## config.mk

```make
export PLATFORM = sky130hd
export DESIGN_NAME = fetch_pc_gen
export DESIGN_NICKNAME = d
export VERILOG_FILES = /design/src/hdl/fetch_pkg.sv /design/src/hdl/fetch_pc_gen.sv
export SDC_FILE = /design/constraint.sdc
export NUM_CORES = 1
export LEC_CHECK = 0
export BUFFER_PORTS_ARGS = -buffer_cell sky130_fd_sc_hd__buf_2
export CAP_MARGIN = 20
export CORE_ASPECT_RATIO = 1.5
export CORE_MARGIN = 2
export CORE_UTILIZATION = 40
export CTS_BUF_LIST = sky130_fd_sc_hd__clkbuf_4 sky130_fd_sc_hd__clkbuf_8
export DETAILED_ROUTE_END_ITERATION = 16
export GPL_ROUTABILITY_DRIVEN = 0
export PLACE_DENSITY_LB_ADDON = 0.2
export SLEW_MARGIN = 20
export SYNTH_ARGS = -nofsm -noshare
export SYNTH_HDL_FRONTEND = slang
export SYNTH_SLANG_ARGS = --single-unit
```

## constraint.sdc

```tcl
create_clock -name clk -period 3.4 [get_ports clk]
set_input_delay 0.34 -clock clk [delete_from_list [all_inputs] [get_ports clk]]
set_output_delay 0.34 -clock clk [all_outputs]
set_load 0.03 [all_outputs]
```

## src/hdl/fetch_pkg.sv

```systemverilog
package fetch_pkg;

	// basic widths of the fetch path
	localparam int ADDR_W = 32;
	localparam int INST_W = 32;
	localparam int WORDS_PER_LINE = 4;
	localparam int LINE_W = INST_W * WORDS_PER_LINE;

	// cache geometry
	localparam int NUM_WAYS = 4;
	localparam int NUM_SETS = 64;

	// address fields: byte offset in line, set index, tag
	localparam int OFFSET_W = 4;
	localparam int WORD_LSB = 2;
	localparam int WORD_SEL_W = 2;
	localparam int INDEX_LSB = OFFSET_W;
	localparam int INDEX_W = 6;
	localparam int TAG_LSB = INDEX_LSB + INDEX_W;
	localparam int TAG_W = ADDR_W - TAG_LSB;

	// fetch byte address
	typedef logic [ADDR_W-1:0] addr_t;
	// one instruction word
	typedef logic [INST_W-1:0] inst_t;
	// one cache line, word 0 in the low bits
	typedef logic [LINE_W-1:0] line_t;
	typedef logic [TAG_W-1:0] tag_t;
	typedef logic [INDEX_W-1:0] index_t;
	// one-hot way select for hit, victim and fill
	typedef logic [NUM_WAYS-1:0] way_t;

	// miss handling states
	typedef enum logic [1:0] {
		REFILL_IDLE,
		REFILL_WAIT,
		REFILL_WRITE
	} refill_state_t;

endpackage

```

## src/hdl/fetch_pc_gen.sv

```systemverilog
`timescale 1ns/100ps

module fetch_pc_gen #(
	parameter fetch_pkg::addr_t RESET_PC = 32'h0000_1000,
	parameter int CREDITS = 4
) (
	input  logic clk,
	input  logic rst,
	input  logic redirect,
	input  fetch_pkg::addr_t redirect_pc,
	input  logic lookup_hit,
	input  logic credit_return,
	output logic lookup_valid,
	output fetch_pkg::addr_t lookup_pc
);

	// counter must hold the full credit count
	localparam int CNT_W = $clog2(CREDITS + 1);

	fetch_pkg::addr_t pc;
	logic [CNT_W-1:0] credit_cnt;
	logic running;
	logic accept;

	// lookups start one cycle out of reset
	assign lookup_valid = running && (credit_cnt != '0);
	assign lookup_pc = pc;

	// a hit in a redirect cycle is dropped by the data stage,
	// so no credit is spent for it
	assign accept = lookup_hit && !redirect;

	always_ff @(posedge clk) begin
		if (rst) begin
			running <= 1'b0;
		end else begin
			running <= 1'b1;
		end
	end

	// redirect wins over sequential advance
	always_ff @(posedge clk) begin
		if (rst) begin
			pc <= RESET_PC;
		end else if (redirect) begin
			pc <= redirect_pc;
		end else if (accept) begin
			pc <= pc + fetch_pkg::addr_t'(4);
		end
		// on a miss the pc holds and the lookup repeats
	end

	// spend on accept, refund on credit_return, both may coincide
	always_ff @(posedge clk) begin
		if (rst) begin
			credit_cnt <= CNT_W'(CREDITS);
		end else begin
			credit_cnt <= credit_cnt + CNT_W'(credit_return) - CNT_W'(accept);
		end
	end

endmodule

```

==> results.cfg, run 1 <==
[outcome]
status = complete, no violations

[global_route]
gr-total-overflow = 0
antenna_found_initial = 0
grt_pass1_vias = 2013
grtUsageTotal = 0.203
grt_start_max_net_pins = 42
grt_pass1_wl_um = 9540

[clocking]
cts-root-buf = clkbuf_8
hold_buffers = 0
cts_tree = done
cts-htree-levels = 2
clk_latency_ps = 280
cts_inserted_buffers = 5
clockBufferDepth = 2
cts_sinks = 36
cts_setup_buffers = 0
cts_resized = 0
clk_pin_slew_ps = 70

[floorplanning]
std_cell_rows = 32
io-pin-count = 70
die-area_mm2 = 0.00591
start_util = 0.414
die_w_um = 63.5
die_height_um = 93.2
core_area_mm2 = 0.00512

[power]
power_density_mw_per_mm2 = 392
design_power_total_mw = 0.992
vdd_ir_drop_max_mv = 0.242
p_leak_nw = 1.02

[yosys]
synth_flop_cell = dfxtp_1
yosysSeqAreaShare = 0.340
synth_edf_count = 0
syn_avg_cell_area_um2 = 8.38
async_flop_share = 0
yosysMostFrequentCell = dfxtp_1
netlist.area_leader.share = 0.340
yosys_warnings = 0
synth_seq_cells = 36
synth_commonest_cells = dfxtp_1 (36), nor2_1 (26), nand2_1 (20)
synth_cell_types = 50
synth_area_leaders = dfxtp_1 (34%), a311oi_1 (5.4%), nor2_1 (4.6%)
synthCells = 253
yosysTopAreaCell = dfxtp_1
synthesis.area_mm2 = 0.00212
syn-num-nets = 294

[detailed_routing]
initialDrtViolationCount = 138
drc_errors = 0
ant_nets = 0
via_per_inst = 5.73
drtPass1Iterations = 4
wl_um = 5760
via_count = 2176
wl_per_cell_um = 15.2

[timing]
setup_viol_count_final = 0
rsz0062_at_grt = false
report.final.slew_viol_count = 0
tightest_slew_ps = 612
hold_violations = 0
skew_ps = 5.50
fmaxAchievable_mhz = 428
final.setup.tns_ps = 0
max_slew_margin = 0.588
fin_crit_ps = 2340
post-route-period-util = 0.688

[worst_setup_path]
r2r-start = lookup_pc[2]
critical_path_required_ps = 3600
r2r_slack_ps = 1060
crit_path_end_kind = register
crit_path_start_kind = register
crit_type = reg2reg
worst_r2r_endpoint = lookup_pc[24]
critical_path_peak_fanout = 8
critPathSlowestCell = or4_1
worstPathArrival_ps = 2530
path_cells = ha_1 > nand4_2 > or3_1 > or4_1 > a311oi_1
cpPeakStageDelay_ps = 530
reg2reg_depth = 5

[final_layout]
num_antenna_cells = 0
register_area_um2 = 721
nets = 355
syn_to_final_growth_pct = 19.4
nFillCells = 579
drive_above_1_share = 0.266
multi_input_area_mm2 = 0.00127
final_cells = 380

[placement]
numPortBuffers = 69
placed_cells = 375
hpwl_um = 4270

[hold_path]
hold_depth = 2
hold_end = lookup_pc[5]
min_path_type = in2reg
holdCritStartpoint = redirect_pc[5]

[run]
drv_cap = 0
layout by cell type (no fill, tap or decap), types with 5 or more instances in the layout:
cell type   n
a211oi_1    7
a21oi_1     6
a311oi_1   13
and3_1      5
buf_2      69
clkbuf_8    5
dfxtp_1    36
inv_1       8
nand2_1    20
nand3_1     7
nand4_1    11
nor2_1     26
o21ai_0    11
or3_1       9
or4_1       7
xnor2_1     8
sequential cells by signal (all words and copies together) (netlist names):
register and cells:
credit_cnt 3, lookup_pc 32, running 1
cell type report:
class	instances	share of cell area
multi-input cells	192	0.502
inverters	9	0.0133
flip-flops and latches	36	0.285
well taps	68	0.0336
repair buffers	70	0.139
clock buffers	5	0.0272
stage by stage:
stage	hold slack (ps)	util	instance area [um^2]	setup WS, ps
2_1_floorplan	465	-	2120	1040
3_3_place_gp	481	0.480	2460	1170
3_5_place_dp	492	0.480	2460	1070
4_1_cts	276	0.494	2530	1050
5_1_grt	292	0.494	2530	916
6_report	282	0.494	2530	1060
worst max-delay path by stage:
stage                       startpoint       endpoint  slack (ps)  depth (start not counted)
after floorplan           lookup_pc[2]  lookup_pc[24]        1040                          6
after global placement      lookup_hit  lookup_pc[24]        1170                          5
after detailed placement  lookup_pc[2]  lookup_pc[24]        1070                          5
after CTS                 lookup_pc[2]  lookup_pc[24]        1050                          5
after global routing      lookup_pc[2]  lookup_pc[24]         920                          5
final                     lookup_pc[2]  lookup_pc[24]        1060                          5
critical path: cells and delay by family (launching register included):
kind | cells | cell delay, ps
simple gates | 3 | 1260
flops | 1 | 460
fa+ha+maj | 1 | 290
compound gates | 1 | 250
report_power, final:
part           internal, mW  switching (mW)
Sequential            0.457          0.0439
Combinational        0.0853           0.131
Clock                 0.132           0.142
Total                 0.675           0.317
kinds of logic after synthesis:
kind of cell	synth area share
AOI/OAI and AO/OA	0.179
xor gates and xnor gates	0.0496
adders and majority gates	0.0271
buffers and inverters	0.0614
DFF	0.340
muxes	0.0142
and+or+nand+nor	0.329
layer usage:
layer / track usage / up-vias / share of wire
met5: 0 / - / 0
met4: 0.0707 / 0 / 0.014
met3: 0.0397 / 6 / 0.043
met2: 0.362 / 60 / 0.53
met1: 0.240 / 1025 / 0.41
li1: - / 1085 / -
Note: power is estimated with default switching activity, not from simulation.
==> run 2, diff against run 1 <==
- clock period: 3.4 -> 1.9 ns (I/O delays scaled with it)
==> results.cfg, run 2 (synthesis gave the netlist of run 1 again) <==
[outcome]
status = complete, no violations

[hold_path]
holdCritStartpoint = redirect_pc[6]
hold_end = lookup_pc[6]
min_path_type = in2reg
hold_depth = 2

[detailed_routing]
dr_wl_met3_um = 275
via_per_inst = 5.61
wl_met2_um = 3300
ant_nets = 0
wl_um = 6350
wl_per_cell_um = 15.4
drtPass1Iterations = 4
drc_errors = 0
via_count = 2307
wl_met1_um = 2560
initialDrtViolationCount = 89
top_layer = met4

[final_layout]
syn_to_final_growth_pct = 35.9
final_area_mm2 = 0.00288
multi_input_area_mm2 = 0.00133
nFillCells = 499
largest_reg_flops = 32
final_cell_mix = buf_2 (69), buf_4 (27), nor2_1 (26)
drive_above_1_share = 0.402
register_area_um2 = 754
post-route-util = 0.562
num_antenna_cells = 0
nets = 383
layout_commonest_cell = buf_2

[timing]
report.final.slew_viol_count = 0
final.setup.tns_ps = 0
skew_ps = 3.33
rsz0062_at_grt = true
max_slew_margin = 0.712
setup_viol_count_final = 0
hold_violations = 0
post-route-period-util = 0.982
fin_crit_ps = 1870
holdWs_ps = 116
fmaxAchievable_mhz = 536
tightest_slew_ps = 428

[worst_setup_path]
r2r_slack_ps = 30
worst_r2r_endpoint = lookup_pc[21]
r2r-start = lookup_pc[8]
crit_path_start_kind = register
critical_path_peak_fanout = 5
critical_path_required_ps = 2110
worstPathArrival_ps = 2070
crit_path_end_kind = register
crit_type = reg2reg
reg2reg_depth = 4

[placement]
numPortBuffers = 69
hpwl_um = 4810
placed_cell_area_mm2 = 0.00270

[power]
design_power_total_mw = 1.95
power_density_mw_per_mm2 = 675
vdd_ir_drop_max_mv = 0.408
p_leak_nw = 1.18

[global_route]
gr-total-overflow = 0
grtUsageTotal = 0.220
grt_pass1_vias = 2133
grt_start_max_net_pins = 39
grt_pass1_wl_um = 10300
antenna_found_initial = 0

[floorplanning]
io-pin-count = 70
std_cell_rows = 32
die_w_um = 63.5
core_area_mm2 = 0.00512
die_height_um = 93.2
start_util = 0.414
die-area_mm2 = 0.00591

[clocking]
cts_sinks = 36
cts_tree = done
hold_buffers = 0
cts-root-buf = clkbuf_8
clk_latency_ps = 300
clk_pin_slew_ps = 70
clockBufferDepth = 2
cts-htree-levels = 2
cts_inserted_buffers = 5

[run]
drv_cap = 0
==> run 2: worst max path at each step <==
stage,start,to,cells after the start
after floorplan,lookup_pc[3],lookup_pc[22],6
after global placement,lookup_pc[3],lookup_pc[24],5
after detailed placement,lookup_pc[3],lookup_pc[22],5
after CTS,lookup_pc[3],lookup_pc[22],5
after global routing,lookup_pc[8],lookup_pc[21],4
final,lookup_pc[8],lookup_pc[21],4
==> run 2: per-stage QoR <==
stage                     setup slack (ps)  std cells
after floorplan                      -47.4        253
after global placement                67.1        398
after detailed placement              21.0        398
after CTS                             1.33        406
after global routing                 -38.2        411
final                                 34.5        411
==> run 2: power by group <==
group	internal, mW	leakage, nW	switching [mW]
logic	0.186	0.827	0.261
registers	0.820	0.305	0.0700
clock network	0.325	0.0523	0.284
==> run 2: cell type report <==
type / count / share of cell area
flip-flops and latches: 36 / 0.262
inverters: 9 / 0.0117
well taps: 68 / 0.0295
clock buffers: 8 / 0.0339
repair buffers: 98 / 0.201
multi-input cells: 192 / 0.462
==> run 2: worst max-delay path, stage by stage (launching register included) <==
cell,delay (ps)
dfxtp_4,390
nand4_4,130
or4_4,530
or4_1,480
a311oi_1,250
==> run 2: layer usage <==
layer  vias up  track usage
met5         -            0
met4         0       0.0996
met3        16       0.0397
met2        62        0.395
met1      1096        0.250
li1       1133            -
==> run 2: what timing repair did <==
action	in CTS	in global routing
gates resized for setup	0	12
hold endpoints to repair	0	0
setup buffers	0	5
setup endpoints to repair	0	8
==> run 3, diff against run 2 <==
- clock period: 1.9 -> 2.4 ns (I/O delays scaled with it)
==> results.cfg, run 3 (synthesis gave the netlist of run 1 again) <==
[run]
drv_cap = 0

[outcome]
status = complete, no violations

[worst_setup_path]
r2r-start = lookup_pc[4]
crit_path_start_kind = register
critical_path_required_ps = 2600
crit_type = reg2reg
worstPathArrival_ps = 2330
path_cells = nand4_4 > or3_1 > or4_1 > a311oi_1
crit_path_end_kind = register
reg2reg_depth = 4
worst_r2r_endpoint = lookup_pc[24]
critical_path_peak_fanout = 16
critPathSlowestCell = or3_1
r2r_slack_ps = 270
cpPeakStageDelay_ps = 540

[clocking]
clk_pin_slew_ps = 80
cts_resized = 0
cts_inserted_buffers = 5
clk_latency_ps = 290
cts-htree-levels = 2
cts_tree = done
clockBufferDepth = 2
hold_buffers = 0
cts_setup_buffers = 0
cts_sinks = 36
cts-root-buf = clkbuf_8

[detailed_routing]
initialDrtViolationCount = 105
drc_errors = 0
via_per_inst = 5.60
drtPass1Iterations = 4
ant_nets = 0
via_count = 2197
wl_per_cell_um = 15.8
wl_um = 6180

[timing]
fmaxAchievable_mhz = 470
post-route-period-util = 0.887
tightest_slew_ps = 677
report.final.slew_viol_count = 0
skew_ps = 9.30
worst_slack_ps = 271
max_slew_margin = 0.545
setup_viol_count_final = 0
rsz0062_at_grt = false
final.setup.tns_ps = 0
fin_crit_ps = 2130
hold_violations = 0
holdWs_ps = 179

[final_layout]
syn_to_final_growth_pct = 23.7
num_antenna_cells = 0
nets = 364
final_cell_mix = buf_2 (69), dfxtp_1 (36), nor2_1 (26)
drive_above_1_share = 0.293
largest_reg_flops = 32
layout_commonest_cell = buf_2

[power]
power_density_mw_per_mm2 = 570
vdd_ir_drop_max_mv = 0.360
p_leak_nw = 1.08
design_power_total_mw = 1.49

[floorplanning]
start_util = 0.414
io-pin-count = 70
die_w_um = 63.5
core_area_mm2 = 0.00512
std_cell_rows = 32
die_height_um = 93.2
die-area_mm2 = 0.00591

[global_route]
grtUsageTotal = 0.217
grt_start_max_net_pins = 27
grt_pass1_wl_um = 10100
grt_pass1_vias = 2184
gr-total-overflow = 0
antenna_found_initial = 0

[hold_path]
hold_end = lookup_pc[6]
hold_depth = 2
holdCritStartpoint = redirect_pc[6]
min_path_type = in2reg

[placement]
hpwl_um = 4700
dp_slack_ps = 314
numPortBuffers = 69
-- run 3: how the worst max path moves through the flow --
stage                             from            end
after floorplan           lookup_pc[2]  lookup_pc[24]
after global placement    lookup_pc[4]  lookup_pc[24]
after detailed placement  lookup_pc[4]  lookup_pc[24]
after CTS                 lookup_pc[4]  lookup_pc[24]
after global routing      lookup_pc[4]  lookup_pc[24]
final                     lookup_pc[4]  lookup_pc[24]
-- run 3: critical path: cells and delay by family (launching register included) --
kind               cells  cell delay (ps)
AOI/OAI and AO/OA      1              240
DFF                    1              490
and+or+nand+nor        3             1310
-- run 3: layer usage --
metal  vias up  GRT usage  routed length (um)
met5         -          0                   0
met4         0     0.0978                 140
met3        10     0.0481                 220
met2        53      0.389                3200
met1      1042      0.241                2620
li1       1092          -                   -
-- run 3: power breakdown --
part | total, mW | internal, mW | leakage (nW) | switching (mW)
clock | 0.455 | 0.229 | 0.0510 | 0.226
combinational | 0.334 | 0.133 | 0.725 | 0.202
sequential | 0.704 | 0.647 | 0.299 | 0.0570
total | 1.49 | 1.01 | 1.08 | 0.484
-- run 3: metrics by stage --
step | cell area (um^2) | utilization | std cells
4_1_cts | 2620 | 0.512 | 392
3_3_place_gp | 2530 | 0.494 | 384
5_1_grt | 2620 | 0.512 | 392
3_5_place_dp | 2530 | 0.494 | 384
2_1_floorplan | 2120 | - | 253
6_report | 2620 | 0.512 | 392
-- run 3: final cells by class --
| type | count | area (um^2) |
|---|---|---|
| tap | 68 | 85.1 |
| inverter | 9 | 33.8 |
| multi-input combinational | 192 | 1270 |
| fill | 554 | 2500 |
| sequential | 36 | 721 |
| clock inverter | 2 | 10.0 |
| timing repair buffer | 79 | 420 |
| clock buffer | 6 | 82.6 |
