--- src/hdl/fetch_pkg.sv ---
package fetch_pkg;

	// basic widths of the fetch path
	localparam int ADDR_W = 32;
	localparam int INST_W = 32;
	localparam int WORDS_PER_LINE = 4;
	localparam int LINE_W = INST_W * WORDS_PER_LINE;

	// cache geometry
	localparam int NUM_WAYS = 4;
	localparam int NUM_SETS = 64;

	// address fields: byte offset in line, set index, tag
	localparam int OFFSET_W = 4;
	localparam int WORD_LSB = 2;
	localparam int WORD_SEL_W = 2;
	localparam int INDEX_LSB = OFFSET_W;
	localparam int INDEX_W = 6;
	localparam int TAG_LSB = INDEX_LSB + INDEX_W;
	localparam int TAG_W = ADDR_W - TAG_LSB;

	// fetch byte address
	typedef logic [ADDR_W-1:0] addr_t;
	// one instruction word
	typedef logic [INST_W-1:0] inst_t;
	// one cache line, word 0 in the low bits
	typedef logic [LINE_W-1:0] line_t;
	typedef logic [TAG_W-1:0] tag_t;
	typedef logic [INDEX_W-1:0] index_t;
	// one-hot way select for hit, victim and fill
	typedef logic [NUM_WAYS-1:0] way_t;

	// miss handling states
	typedef enum logic [1:0] {
		REFILL_IDLE,
		REFILL_WAIT,
		REFILL_WRITE
	} refill_state_t;

endpackage

--- src/hdl/icache_refill.sv ---
`timescale 1ns/100ps

module icache_refill (
	input  logic clk,
	input  logic rst,
	input  logic miss,
	input  fetch_pkg::way_t victim_way,
	input  fetch_pkg::addr_t lookup_pc,
	input  logic mem_resp_valid,
	input  fetch_pkg::line_t mem_line,
	output logic refill_busy,
	output logic mem_req,
	output fetch_pkg::addr_t mem_addr,
	output logic fill_en,
	output fetch_pkg::way_t fill_way,
	output fetch_pkg::index_t fill_index,
	output fetch_pkg::line_t fill_line
);

	fetch_pkg::refill_state_t state;

	// control: state and the one-cycle request pulse
	always_ff @(posedge clk) begin
		if (rst) begin
			state <= fetch_pkg::REFILL_IDLE;
			mem_req <= 1'b0;
		end else begin
			mem_req <= 1'b0;
			case (state)
				fetch_pkg::REFILL_IDLE: begin
					if (miss) begin
						state <= fetch_pkg::REFILL_WAIT;
						mem_req <= 1'b1;
					end
				end
				// wait for the memory, latency not fixed
				fetch_pkg::REFILL_WAIT: begin
					if (mem_resp_valid) begin
						state <= fetch_pkg::REFILL_WRITE;
					end
				end
				fetch_pkg::REFILL_WRITE: begin
					state <= fetch_pkg::REFILL_IDLE;
				end
				default: begin
					state <= fetch_pkg::REFILL_IDLE;
				end
			endcase
		end
	end

	// line address and victim are taken when the miss is accepted
	always_ff @(posedge clk) begin
		if (state == fetch_pkg::REFILL_IDLE && miss) begin
			mem_addr <= {lookup_pc[fetch_pkg::ADDR_W-1:fetch_pkg::OFFSET_W],
				{fetch_pkg::OFFSET_W{1'b0}}};
			fill_way <= victim_way;
		end
		if (state == fetch_pkg::REFILL_WAIT && mem_resp_valid) begin
			fill_line <= mem_line;
		end
	end

	assign refill_busy = (state != fetch_pkg::REFILL_IDLE);
	// write strobe to both arrays, one cycle after the response
	assign fill_en = (state == fetch_pkg::REFILL_WRITE);
	assign fill_index = mem_addr[fetch_pkg::INDEX_LSB +: fetch_pkg::INDEX_W];

endmodule

--- config.mk ---
export PLATFORM = sky130hd
export DESIGN_NAME = icache_refill
export DESIGN_NICKNAME = d
export VERILOG_FILES = /design/src/hdl/fetch_pkg.sv /design/src/hdl/icache_refill.sv
export SDC_FILE = /design/constraint.sdc
export NUM_CORES = 1
export LEC_CHECK = 0
export ABC_AREA = 1
export BUFFER_PORTS_ARGS = -buffer_cell sky130_fd_sc_hd__buf_2
export CAP_MARGIN = 20
export CORE_ASPECT_RATIO = 0.7
export CORE_MARGIN = 3
export CORE_UTILIZATION = 35
export CTS_CLUSTER_SIZE = 25
export DETAILED_ROUTE_END_ITERATION = 10
export GPL_ROUTABILITY_DRIVEN = 1
export PLACE_DENSITY = 0.72
export SLEW_MARGIN = 20
export SYNTH_ARGS = -nofsm -noshare
export SYNTH_HDL_FRONTEND = slang
export SYNTH_SLANG_ARGS = --single-unit
--- constraint.sdc ---
create_clock -name clk -period 5.9 [get_ports clk]
set_input_delay 0.295 -clock clk [delete_from_list [all_inputs] [get_ports clk]]
set_output_delay 0.295 -clock clk [all_outputs]
set_load 0.01 [all_outputs]
==> flow_summary.toml, run 1 <==
[run_status]
status = "complete, no violations"

[floorplan]
dieHeight_um = 106
fp.coreArea_um2 = 13600
io_pins = 341
row_count = 35
dieWidth_um = 149
dieArea_um2 = 15800
start_util = 0.370

[global_route]
gr-total-overflow = 0
grt_max_degree = 80
grt_pass1_wl_um = 18300
first_global_vias = 3278
grt_usage = 0.157
antenna_found_initial = 1

[placement]
dp_hpwl_um = 10100
gp_congestion = 0.823
pre_cts_ws_ns = 3.44
numPortBuffers = 332

[drt]
dr.pass1.iters = 4
drt-wirelength-per-cell_um = 17.7
dr_total_vias = 3105
drtIter0Drc = 144
routed_wl_um = 13000
vias_per_cell = 4.21
drcViolationCount = 0
ant_nets = 0

[sta]
skew_ns = 0.0192
hold_violations = 0
slew_viol_final = 0
setup_ws_ns = 3.44
finalCritPeriodShare = 0.416
worst_pin_slew_ns = 0.988
rsz0062_at_grt = "no"
setup_viol = 0
whs_ns = 0.0435
max_freq_ghz = 0.407
slew_headroom = 0.341
finalSetupTns_ns = 0
min_period_ns = 2.46

[synthesis]
synth_edf_count = 160
synth_top_area_cell = "edfxtp_1"
synth_area_per_cell_um2 = 26.2
ys_top_cells_by_count = "160 x edfxtp_1, 10 x buf_4, 7 x inv_1"
ys_top_cells_by_area = "edfxtp_1 96%, buf_4 1.5%, dfxtp_1 1.2%"
synth.cell_area_um2 = 5020
async_flop_share = 0
yosysWarningCount = 0
postSynthCellCount = 192
ys_ff_latch = 163
synth_most_common_cell = "edfxtp_1"
ys_types = 10
synth.top_cell.area_share = 0.957
synth-seq-area-share = 0.969
synth_flop_cell = "edfxtp_1"

[power]
internal_power_mw = 2.02
ir_worst_vdd_uv = 206
power.density_nw_per_um2 = 350
p_seq_frac = 0.514
power.switching_mw = 0.602
power_frac_comb = 0.062
power.leakage_nw = 3.19
power.share.clock = 0.423
swShare = 0.230
report.power.total_mw = 2.62

[clocking]
cts_buffer_depth = 2
cts.reportedPaths.clkPinSlew_ns = 0.07
cts_buffers = 17
post_cts_resized = 0
insertion_delay_ns = 0.41
clock-sinks = 163
cts_tree = "built"
clock-root-buffer = "clkbuf_16"
h-tree-depth = 4
holdBufCountCts = 0
post_cts_buffers = 0

[worst_setup_path]
cp_data_required_time_ns = 5.94
worstPathArrival_ns = 2.49
critPathLaunchType = "flip-flop"
r2r_cells = 4
critical_path_class = "flip-flop to flip-flop"
cp-end-kind = "flip-flop"
crit_fanout = 79

[hold_path]
hold_class = "input port to flip-flop"
hold_path_depth = 1

[cells_and_area]
nFillCells = 1105
layout-drive-gt1-share = 0.672
area_growth_pct = 49.2
fin_util = 0.552
finalNetCount = 706

[run]
max_cap_violations = 0
[per-layer routing]
metal | wire (um) | up-vias | global-route usage
li1 | - | 1427 | -
met1 | 4420 | 1476 | 0.160
met2 | 6930 | 186 | 0.277
met3 | 1390 | 16 | 0.0801
met4 | 271 | 0 | 0.0549
met5 | 0 | - | 0
[power groups by stage]
stage | clock network (mW) | registers [mW] | logic (mW)
finish | 1.11 | 1.35 | 0.163
global route | 1.19 | 1.35 | 0.179
CTS | 1.13 | 1.35 | 0.166
detailed placement | 0 | 1.37 | 0.167
global placement | 0 | 1.37 | 0.162
floorplan | 0 | 1.40 | 0.0314
[worst max-delay path, stage by stage (launching register included)]
cell and delay [ns]:
dfxtp_1 0.39, nand2_1 0.13, nor2_4 0.11, buf_4 0.50
buf_4 0.85
[sequential cells by signal, summed over array words and instances (netlist names)]
| register | count |
|---|---|
| state | 2 |
| mem_addr | 28 |
| fill_line | 128 |
| fill_way | 4 |
| mem_req | 1 |
[layout by cell type (no fill, tap or decap), drive strengths merged]
cell,instances
buf,334
edfxtp,160
clkbuf,17
inv,13
clkinv,6
nor2,5
nand2,4
conb,4
dfxtp,3
clkinvlp,2
diode,1
nand3,1
nor3,1
bufinv,1
[worst paths after layout]
check,end,slack [ns],start
setup / recovery,fill_line[93],3.44,state[0]
hold / removal,fill_line[25],0.04,mem_line[25]
setup reg to reg,fill_line[93],3.44,state[0]
hold reg to reg,state[0],0.58,state[1]
[through the flow]
stage / instance area, um2 / std cells
after floorplan: 5030 / 195
after global placement: 6870 / 704
after detailed placement: 6870 / 704
after CTS: 7490 / 736
after global routing: 7490 / 737
final: 7490 / 737
[area by class of cell]
cell class,count,area [um2],area share
Tap cell,185,231,0.0309
Clock buffer,17,425,0.0568
Sequential cell,163,4860,0.649
Clock inverter,15,193,0.0257
Inverter,7,26.3,0.00351
Timing Repair Buffer,334,1680,0.224
Multi-Input combinational cell,15,73.8,0.00985
Antenna cell,1,2.50,0.000334
[cells by family after synthesis]
logic type | Yosys count | share of synthesized area
flip-flops | 163 | 0.969
buffers and inverters | 17 | 0.0202
AND/OR/NAND/NOR | 11 | 0.0102
other | 1 | 0.000747
No activity file was read; power rests on OpenSTA's default activity.
==> inputs of run 2 (changes only) <==
--- a/config.mk
+++ b/config.mk
@@ -14,7 +14,7 @@
 export CTS_CLUSTER_SIZE = 25
 export DETAILED_ROUTE_END_ITERATION = 10
 export GPL_ROUTABILITY_DRIVEN = 1
-export PLACE_DENSITY = 0.72
+export PLACE_DENSITY = 0.69
 export SLEW_MARGIN = 20
 export SYNTH_ARGS = -nofsm -noshare
 export SYNTH_HDL_FRONTEND = slang
==> constraint.sdc (replaced) <==
create_clock -name clk -period 2.27 [get_ports clk]
set_input_delay 0.1135 -clock clk [delete_from_list [all_inputs] [get_ports clk]]
set_output_delay 0.1135 -clock clk [all_outputs]
set_load 0.01 [all_outputs]
==> run 2 against run 1 <==
The flow now stops in 4_1_cts. Synthesized cell count did not move. Synthesized area did not move.
==> flow_summary.toml, run 2 <==
[run_status]
status = "aborted with a tool error"
stop_stage = "4_1_cts"
stop_error = "[ERROR RSZ-0060] Max buffer count reached."

[synthesis]
yosys.area_share.simple = 0.0102
synth-seq-area-share = 0.969
synth_flop_cell = "edfxtp_1"
synth_most_common_cell = "edfxtp_1"
synth.cell_area_um2 = 5020
async_flop_share = 0
ys_types = 10
synth.top_cell.area_share = 0.957
ys_top_cells_by_area = "edfxtp_1 96%, buf_4 1.5%, dfxtp_1 1.2%"
postSynthCellCount = 192
synth_edf_count = 160
ys_top_cells_by_count = "160 x edfxtp_1, 10 x buf_4, 7 x inv_1"
synth_xor_area_frac = 0
yosysWarningCount = 0
synth_area_per_cell_um2 = 26.2
synth-compound-area-share = 0
yosys.area_share.adder = 0
synth_top_area_cell = "edfxtp_1"
synth.area.mux_share = 0
ys_ff_latch = 163
synth_top_family_by_area = "buffers and inverters"

[clocking]
clock-sinks = 163
cts_buffers = 17
cts_buffer_depth = 2
clock-root-buffer = "clkbuf_16"
post_cts_buffers = 0
post_cts_resized = 0
holdBufCountCts = 148
h-tree-depth = 4

[placement]
gp_congestion = 0.792
numPortBuffers = 332
pre_cts_ws_ns = 0.708
dp_hpwl_um = 10400

[floorplan]
row_count = 35
dieHeight_um = 106
start_util = 0.370
dieWidth_um = 149
io_pins = 341
[run 2: cell counts after synthesis]
No cell type changed its count.
[run 2: kinds of logic after synthesis]
| kind of cell | after synthesis |
|---|---|
| DFF | 163 |
| buffers and inverters | 17 |
| and+or+nand+nor | 11 |
| other | 1 |
[run 2: stage by stage]
step | area, um2 | setup TNS [ns] | hold WS [ns] | cells
floorplan | 5040 | -63.19 | 0.177 | 195
global placement | 6930 | 0 | 0.290 | 706
detailed placement | 6930 | 0 | 0.292 | 706
==> inputs of run 3 (changes only) <==
--- a/config.mk
+++ b/config.mk
@@ -8,13 +8,11 @@
 export ABC_AREA = 1
 export BUFFER_PORTS_ARGS = -buffer_cell sky130_fd_sc_hd__buf_2
 export CAP_MARGIN = 20
-export CORE_ASPECT_RATIO = 0.7
 export CORE_MARGIN = 3
-export CORE_UTILIZATION = 35
-export CTS_CLUSTER_SIZE = 25
+export CORE_UTILIZATION = 20
 export DETAILED_ROUTE_END_ITERATION = 10
 export GPL_ROUTABILITY_DRIVEN = 1
-export PLACE_DENSITY = 0.69
+export PLACE_DENSITY_LB_ADDON = 0.15
 export SLEW_MARGIN = 20
 export SYNTH_ARGS = -nofsm -noshare
 export SYNTH_HDL_FRONTEND = slang
==> run 3 against run 2 <==
The flow now finishes without violations.
==> flow_summary.toml, run 3 (synthesis gave the netlist of run 1 again) <==
[worst_setup_path]
regToRegStartpoint = "state[1]"
path_buf_inv = 2
worstPathArrival_ns = 1.66
crit_family = "simple AND/OR/NAND/NOR gates"
r2r-end = "fill_line[5]"
cp_cell_sequence = "inv_2, nand2_2, nor2_4, buf_12"
cp-end-kind = "flip-flop"
cp_data_required_time_ns = 2.37
cp_slowest_stage_delay_ns = 0.47
r2r_cells = 4
crit_fanout = 37
critical_path_class = "flip-flop to flip-flop"
critPathLaunchType = "flip-flop"
critPathSlowestCell = "nor2_4"
reg2reg_slack_ns = 0.71

[cells_and_area]
largest_register = "fill_line"
layout_common_cells = "332 x buf_2, 164 x dlygate4sd3_1, 160 x edfxtp_1, 17 x clkbuf_16, 6 x inv_1"
regArea_um2 = 4870
nFillCells = 2303
multi_input_area_um2 = 76.3
top_regs = "fill_line x128, mem_addr x28, fill_way x4"
finalNetCount = 876
mostFrequentLayoutCell = "buf_2"
largest_register_ffs = 128
layout-drive-gt1-share = 0.520
area_growth_pct = 86.2

[clocking]
post_cts_resized = 0
cts_buffers = 17
cts.reportedPaths.clkPinSlew_ns = 0.07
clock-root-buffer = "clkbuf_16"
h-tree-depth = 4
insertion_delay_ns = 0.41
cts_tree = "built"
cts_buffer_depth = 2
clock-sinks = 163

[sta]
rsz0062_at_grt = "no"
skew_ns = 0.0104
hold_violations = 0
max_freq_ghz = 0.639
finalCritPeriodShare = 0.689
worst_pin_slew_ns = 0.567
whs_ns = 0.401
min_period_ns = 1.56
setup_viol = 0
finalSetupTns_ns = 0
slew_headroom = 0.621
slew_viol_final = 0

[drt]
vias_per_cell = 3.53
ant_nets = 0
routed_wl_um = 14800
drtIter0Drc = 150
dr.pass1.iters = 3
drcViolationCount = 0
dr_total_vias = 3688
drt-wirelength-per-cell_um = 14.2

[floorplan]
dieHeight_um = 164
dieArea_um2 = 27000
io_pins = 341
dieWidth_um = 164
start_util = 0.205
fp.coreArea_um2 = 24500
row_count = 57

[power]
power.leakage_nw = 3.90
ir_worst_vdd_uv = 439
power.density_nw_per_um2 = 739

[global_route]
first_global_vias = 4078
gr-total-overflow = 0
grt_usage = 0.105
grt_pass1_wl_um = 21400
grt_max_degree = 38
antenna_found_initial = 1

[placement]
numPortBuffers = 332
gp_congestion = 0.687
dp_hpwl_um = 10600

[hold_path]
hold_start = "mem_line[25]"
min_to = "fill_line[25]"
hold_path_depth = 2
hold_class = "input port to flip-flop"

[run_status]
status = "complete, no violations"

[run]
max_cap_violations = 0
## run 3: area by class of cell
cell class | count | share of cell area
flip-flops and latches | 163 | 0.521
inverters | 7 | 0.00281
clock inverters | 14 | 0.0137
repair buffers | 504 | 0.365
multi-input cells | 15 | 0.00816
diodes | 1 | 0.000268
well taps | 324 | 0.0434
clock buffers | 18 | 0.0459
## run 3: stage by stage
stage | area [um2] | total power, mW | instances | utilization | setup slack (ns)
2_1_floorplan | 5040 | 3.73 | 195 | - | -0.494
3_3_place_gp | 7150 | 4.03 | 849 | 0.292 | 0.690
3_5_place_dp | 7150 | 4.03 | 849 | 0.292 | 0.642
4_1_cts | 9350 | 7.04 | 1045 | 0.382 | 0.629
5_1_grt | 9350 | 7.22 | 1046 | 0.382 | 0.581
6_report | 9350 | 6.90 | 1046 | 0.382 | 0.706
## run 3: repair_timing
action | CTS | global route
hold buffers | 164 | 0
setup buffers | 0 | 0
hold endpoints to repair | 163 | 0
## run 3: power breakdown
group | internal, mW | leakage, nW | switching, mW
Sequential | 3.47 | 1.50 | 0.0338
Clock | 1.53 | 0.263 | 1.20
Combinational | 0.389 | 2.13 | 0.289
Total | 5.38 | 3.90 | 1.52
## run 3: worst register-to-register path: cells and delay by family (launching register included)
family / cells / cell delay (ns)
buf+inv: 2 / 0.36
flops: 1 / 0.33
simple gates: 2 / 0.54
## run 3: worst max-delay path by stage
| stage | start | endpoint | slack, ns | depth (start not counted) |
|---|---|---|---|---|
| 5_1_grt | state[1] | fill_line[49] | 0.58 | 4 |
| 2_1_floorplan | state[1] | fill_line[0] | -0.49 | 3 |
| 3_3_place_gp | state[1] | fill_line[85] | 0.69 | 4 |
| 3_5_place_dp | state[1] | fill_line[114] | 0.64 | 4 |
| 4_1_cts | state[1] | fill_line[65] | 0.63 | 4 |
| 6_report | state[1] | fill_line[5] | 0.71 | 4 |
## run 3: per-layer routing
layer  GRT usage  vias to the layer above  part of all wire
met3      0.0464                       13             0.099
li1            -                     1767                 -
met5           0                        -                 0
met2       0.191                      195              0.53
met4      0.0374                        0             0.015
met1       0.108                     1713              0.35
==> inputs of run 4 (changes only) <==
==> constraint.sdc (replaced) <==
create_clock -name clk -period 1.3 [get_ports clk]
set_input_delay 0.065 -clock clk [delete_from_list [all_inputs] [get_ports clk]]
set_output_delay 0.065 -clock clk [all_outputs]
set_load 0.01 [all_outputs]
==> run 4 against run 3 <==
Combinational power rose by 86%. Cell count rose by 1.1%. Highest routed layer unchanged. Routed wire length rose by 4.6%. Hold slack got worse by 0.052 ns. Worst setup slack got worse by 0.66 ns. Utilization rose by 0.80 points.
==> flow_summary.toml, run 4 (synthesis gave the netlist of run 1 again) <==
[floorplan]
dieWidth_um = 164
dieHeight_um = 164
dieArea_um2 = 27000
row_count = 57
fp.coreArea_um2 = 24500
io_pins = 341
start_util = 0.205

[placement]
placed_cell_area_um2 = 7260
numPortBuffers = 332
pre_cts_ws_ns = 0.0143
dp_hpwl_um = 11300
gp_congestion = 0.746

[sta]
min_period_ns = 1.25
hold_violations = 0
setup_ws_ns = 0.0456
slew_viol_final = 0
whs_ns = 0.349
finalSetupTns_ns = 0
setup_viol = 0
rsz0062_at_grt = "yes"
finalCritPeriodShare = 0.965
max_freq_ghz = 0.797
skew_ns = 0.00931

[power]
power.density_nw_per_um2 = 1290
power.leakage_nw = 4.00
report.power.total_mw = 12.3
ir_worst_vdd_uv = 717

[cells_and_area]
multi_input_area_um2 = 81.3
top_regs = "fill_line x128, mem_addr x28, fill_way x4"
finalNetCount = 889
regArea_um2 = 4870
area_growth_pct = 90.1
largest_register_ffs = 128
mostFrequentLayoutCell = "buf_2"
nFillCells = 2306
layout-drive-gt1-share = 0.533
final_cell_area_um2 = 9540
layout_common_cells = "332 x buf_2, 164 x dlygate4sd3_1, 160 x edfxtp_1, 18 x clkbuf_16, 12 x buf_4"
n_antenna_cell = 0
largest_register = "fill_line"

[drt]
drcViolationCount = 0
drt-wirelength-per-cell_um = 14.7
routed_wl_um = 15500
dr_total_vias = 3772
dr.pass1.iters = 5
drtIter0Drc = 162
vias_per_cell = 3.57
ant_nets = 0

[clocking]
cts.reportedPaths.clkPinSlew_ns = 0.07
cts_tree = "built"
cts_buffer_depth = 2
insertion_delay_ns = 0.42
cts_buffers = 17
clock-root-buffer = "clkbuf_16"
h-tree-depth = 4
clock-sinks = 163

[worst_setup_path]
worstPathArrival_ns = 1.38
crit_fanout = 17
critical_path_class = "flip-flop to flip-flop"
cp_slowest_stage_delay_ns = 0.34
reg2reg_slack_ns = 0.05
r2r_cells = 5
r2r-end = "fill_line[21]"
cp_cell_sequence = "inv_2, nand2_4, nor2_4, buf_12, buf_12"
critPathSlowestCell = "dfxtp_2"
critPathLaunchType = "flip-flop"
cp_data_required_time_ns = 1.43
cp-end-kind = "flip-flop"
regToRegStartpoint = "state[1]"
crit_family = "buffers and inverters"
path_buf_inv = 3
crit_top_cell = "buf_12"

[hold_path]
hold_class = "input port to flip-flop"
hold_start = "mem_line[117]"
hold_path_depth = 2
min_to = "fill_line[117]"

[global_route]
gr-total-overflow = 0
antenna_found_initial = 0
grt_max_degree = 33
grt_pass1_wl_um = 22800
grt_usage = 0.112
first_global_vias = 4135

[run]
max_cap_violations = 0

[run_status]
status = "complete, no violations"
run 4: cell types whose count changed in the layout (fill, tap and decap cells not counted), moves of 2 or more:
cell / before / now
clkinvlp_4: 3 / 1
clkinv_4: 1 / 4
inv_6: 5 / 3
buf_4: 4 / 12
buf_12: 4 / 7
inv_8: 1 / 4
run 4: repair_timing:
item,4_1_cts,5_1_grt
setup endpoints to repair,4,109
pin swaps,0,1
gates resized for setup,0,2
hold buffers,164,0
buffers inserted,1,3
endpoints found under the hold margin,163,0
gates cloned,0,1
run 4: routing by layer:
metal / track usage / routed length (um)
met1: 0.121 / 5670
met2: 0.195 / 7980
met3: 0.0529 / 1620
met4: 0.0362 / 225
met5: 0 / 0
run 4: worst max path at each step:
| stage | endpoint | cells after the start | start | slack, ns |
|---|---|---|---|---|
| after global placement | fill_line[9] | 5 | state[1] | 0.003 |
| after detailed placement | fill_line[118] | 5 | state[1] | 0.01 |
| after global routing | fill_line[36] | 5 | state[1] | -0.02 |
| after CTS | fill_line[51] | 5 | state[1] | 0.0006 |
| final | fill_line[21] | 5 | state[1] | 0.05 |
| after floorplan | fill_line[0] | 3 | state[1] | -1.46 |
run 4: final cells by class:
type,count,area share
Timing Repair Buffer,517,0.376
Multi-Input combinational cell,15,0.00852
Clock buffer,17,0.0446
Inverter,7,0.00315
Sequential cell,163,0.510
Tap cell,324,0.0425
Clock inverter,15,0.0156
run 4: power by group:
part           switching, mW  internal [mW]
logic                  0.524          0.737
clock network           2.22           2.70
registers             0.0600           6.05
run 4: through the flow:
step	std cells	utilization
floorplan	195	-
global placement	857	0.297
detailed placement	857	0.297
CTS	1054	0.388
global route	1058	0.390
finish	1058	0.390
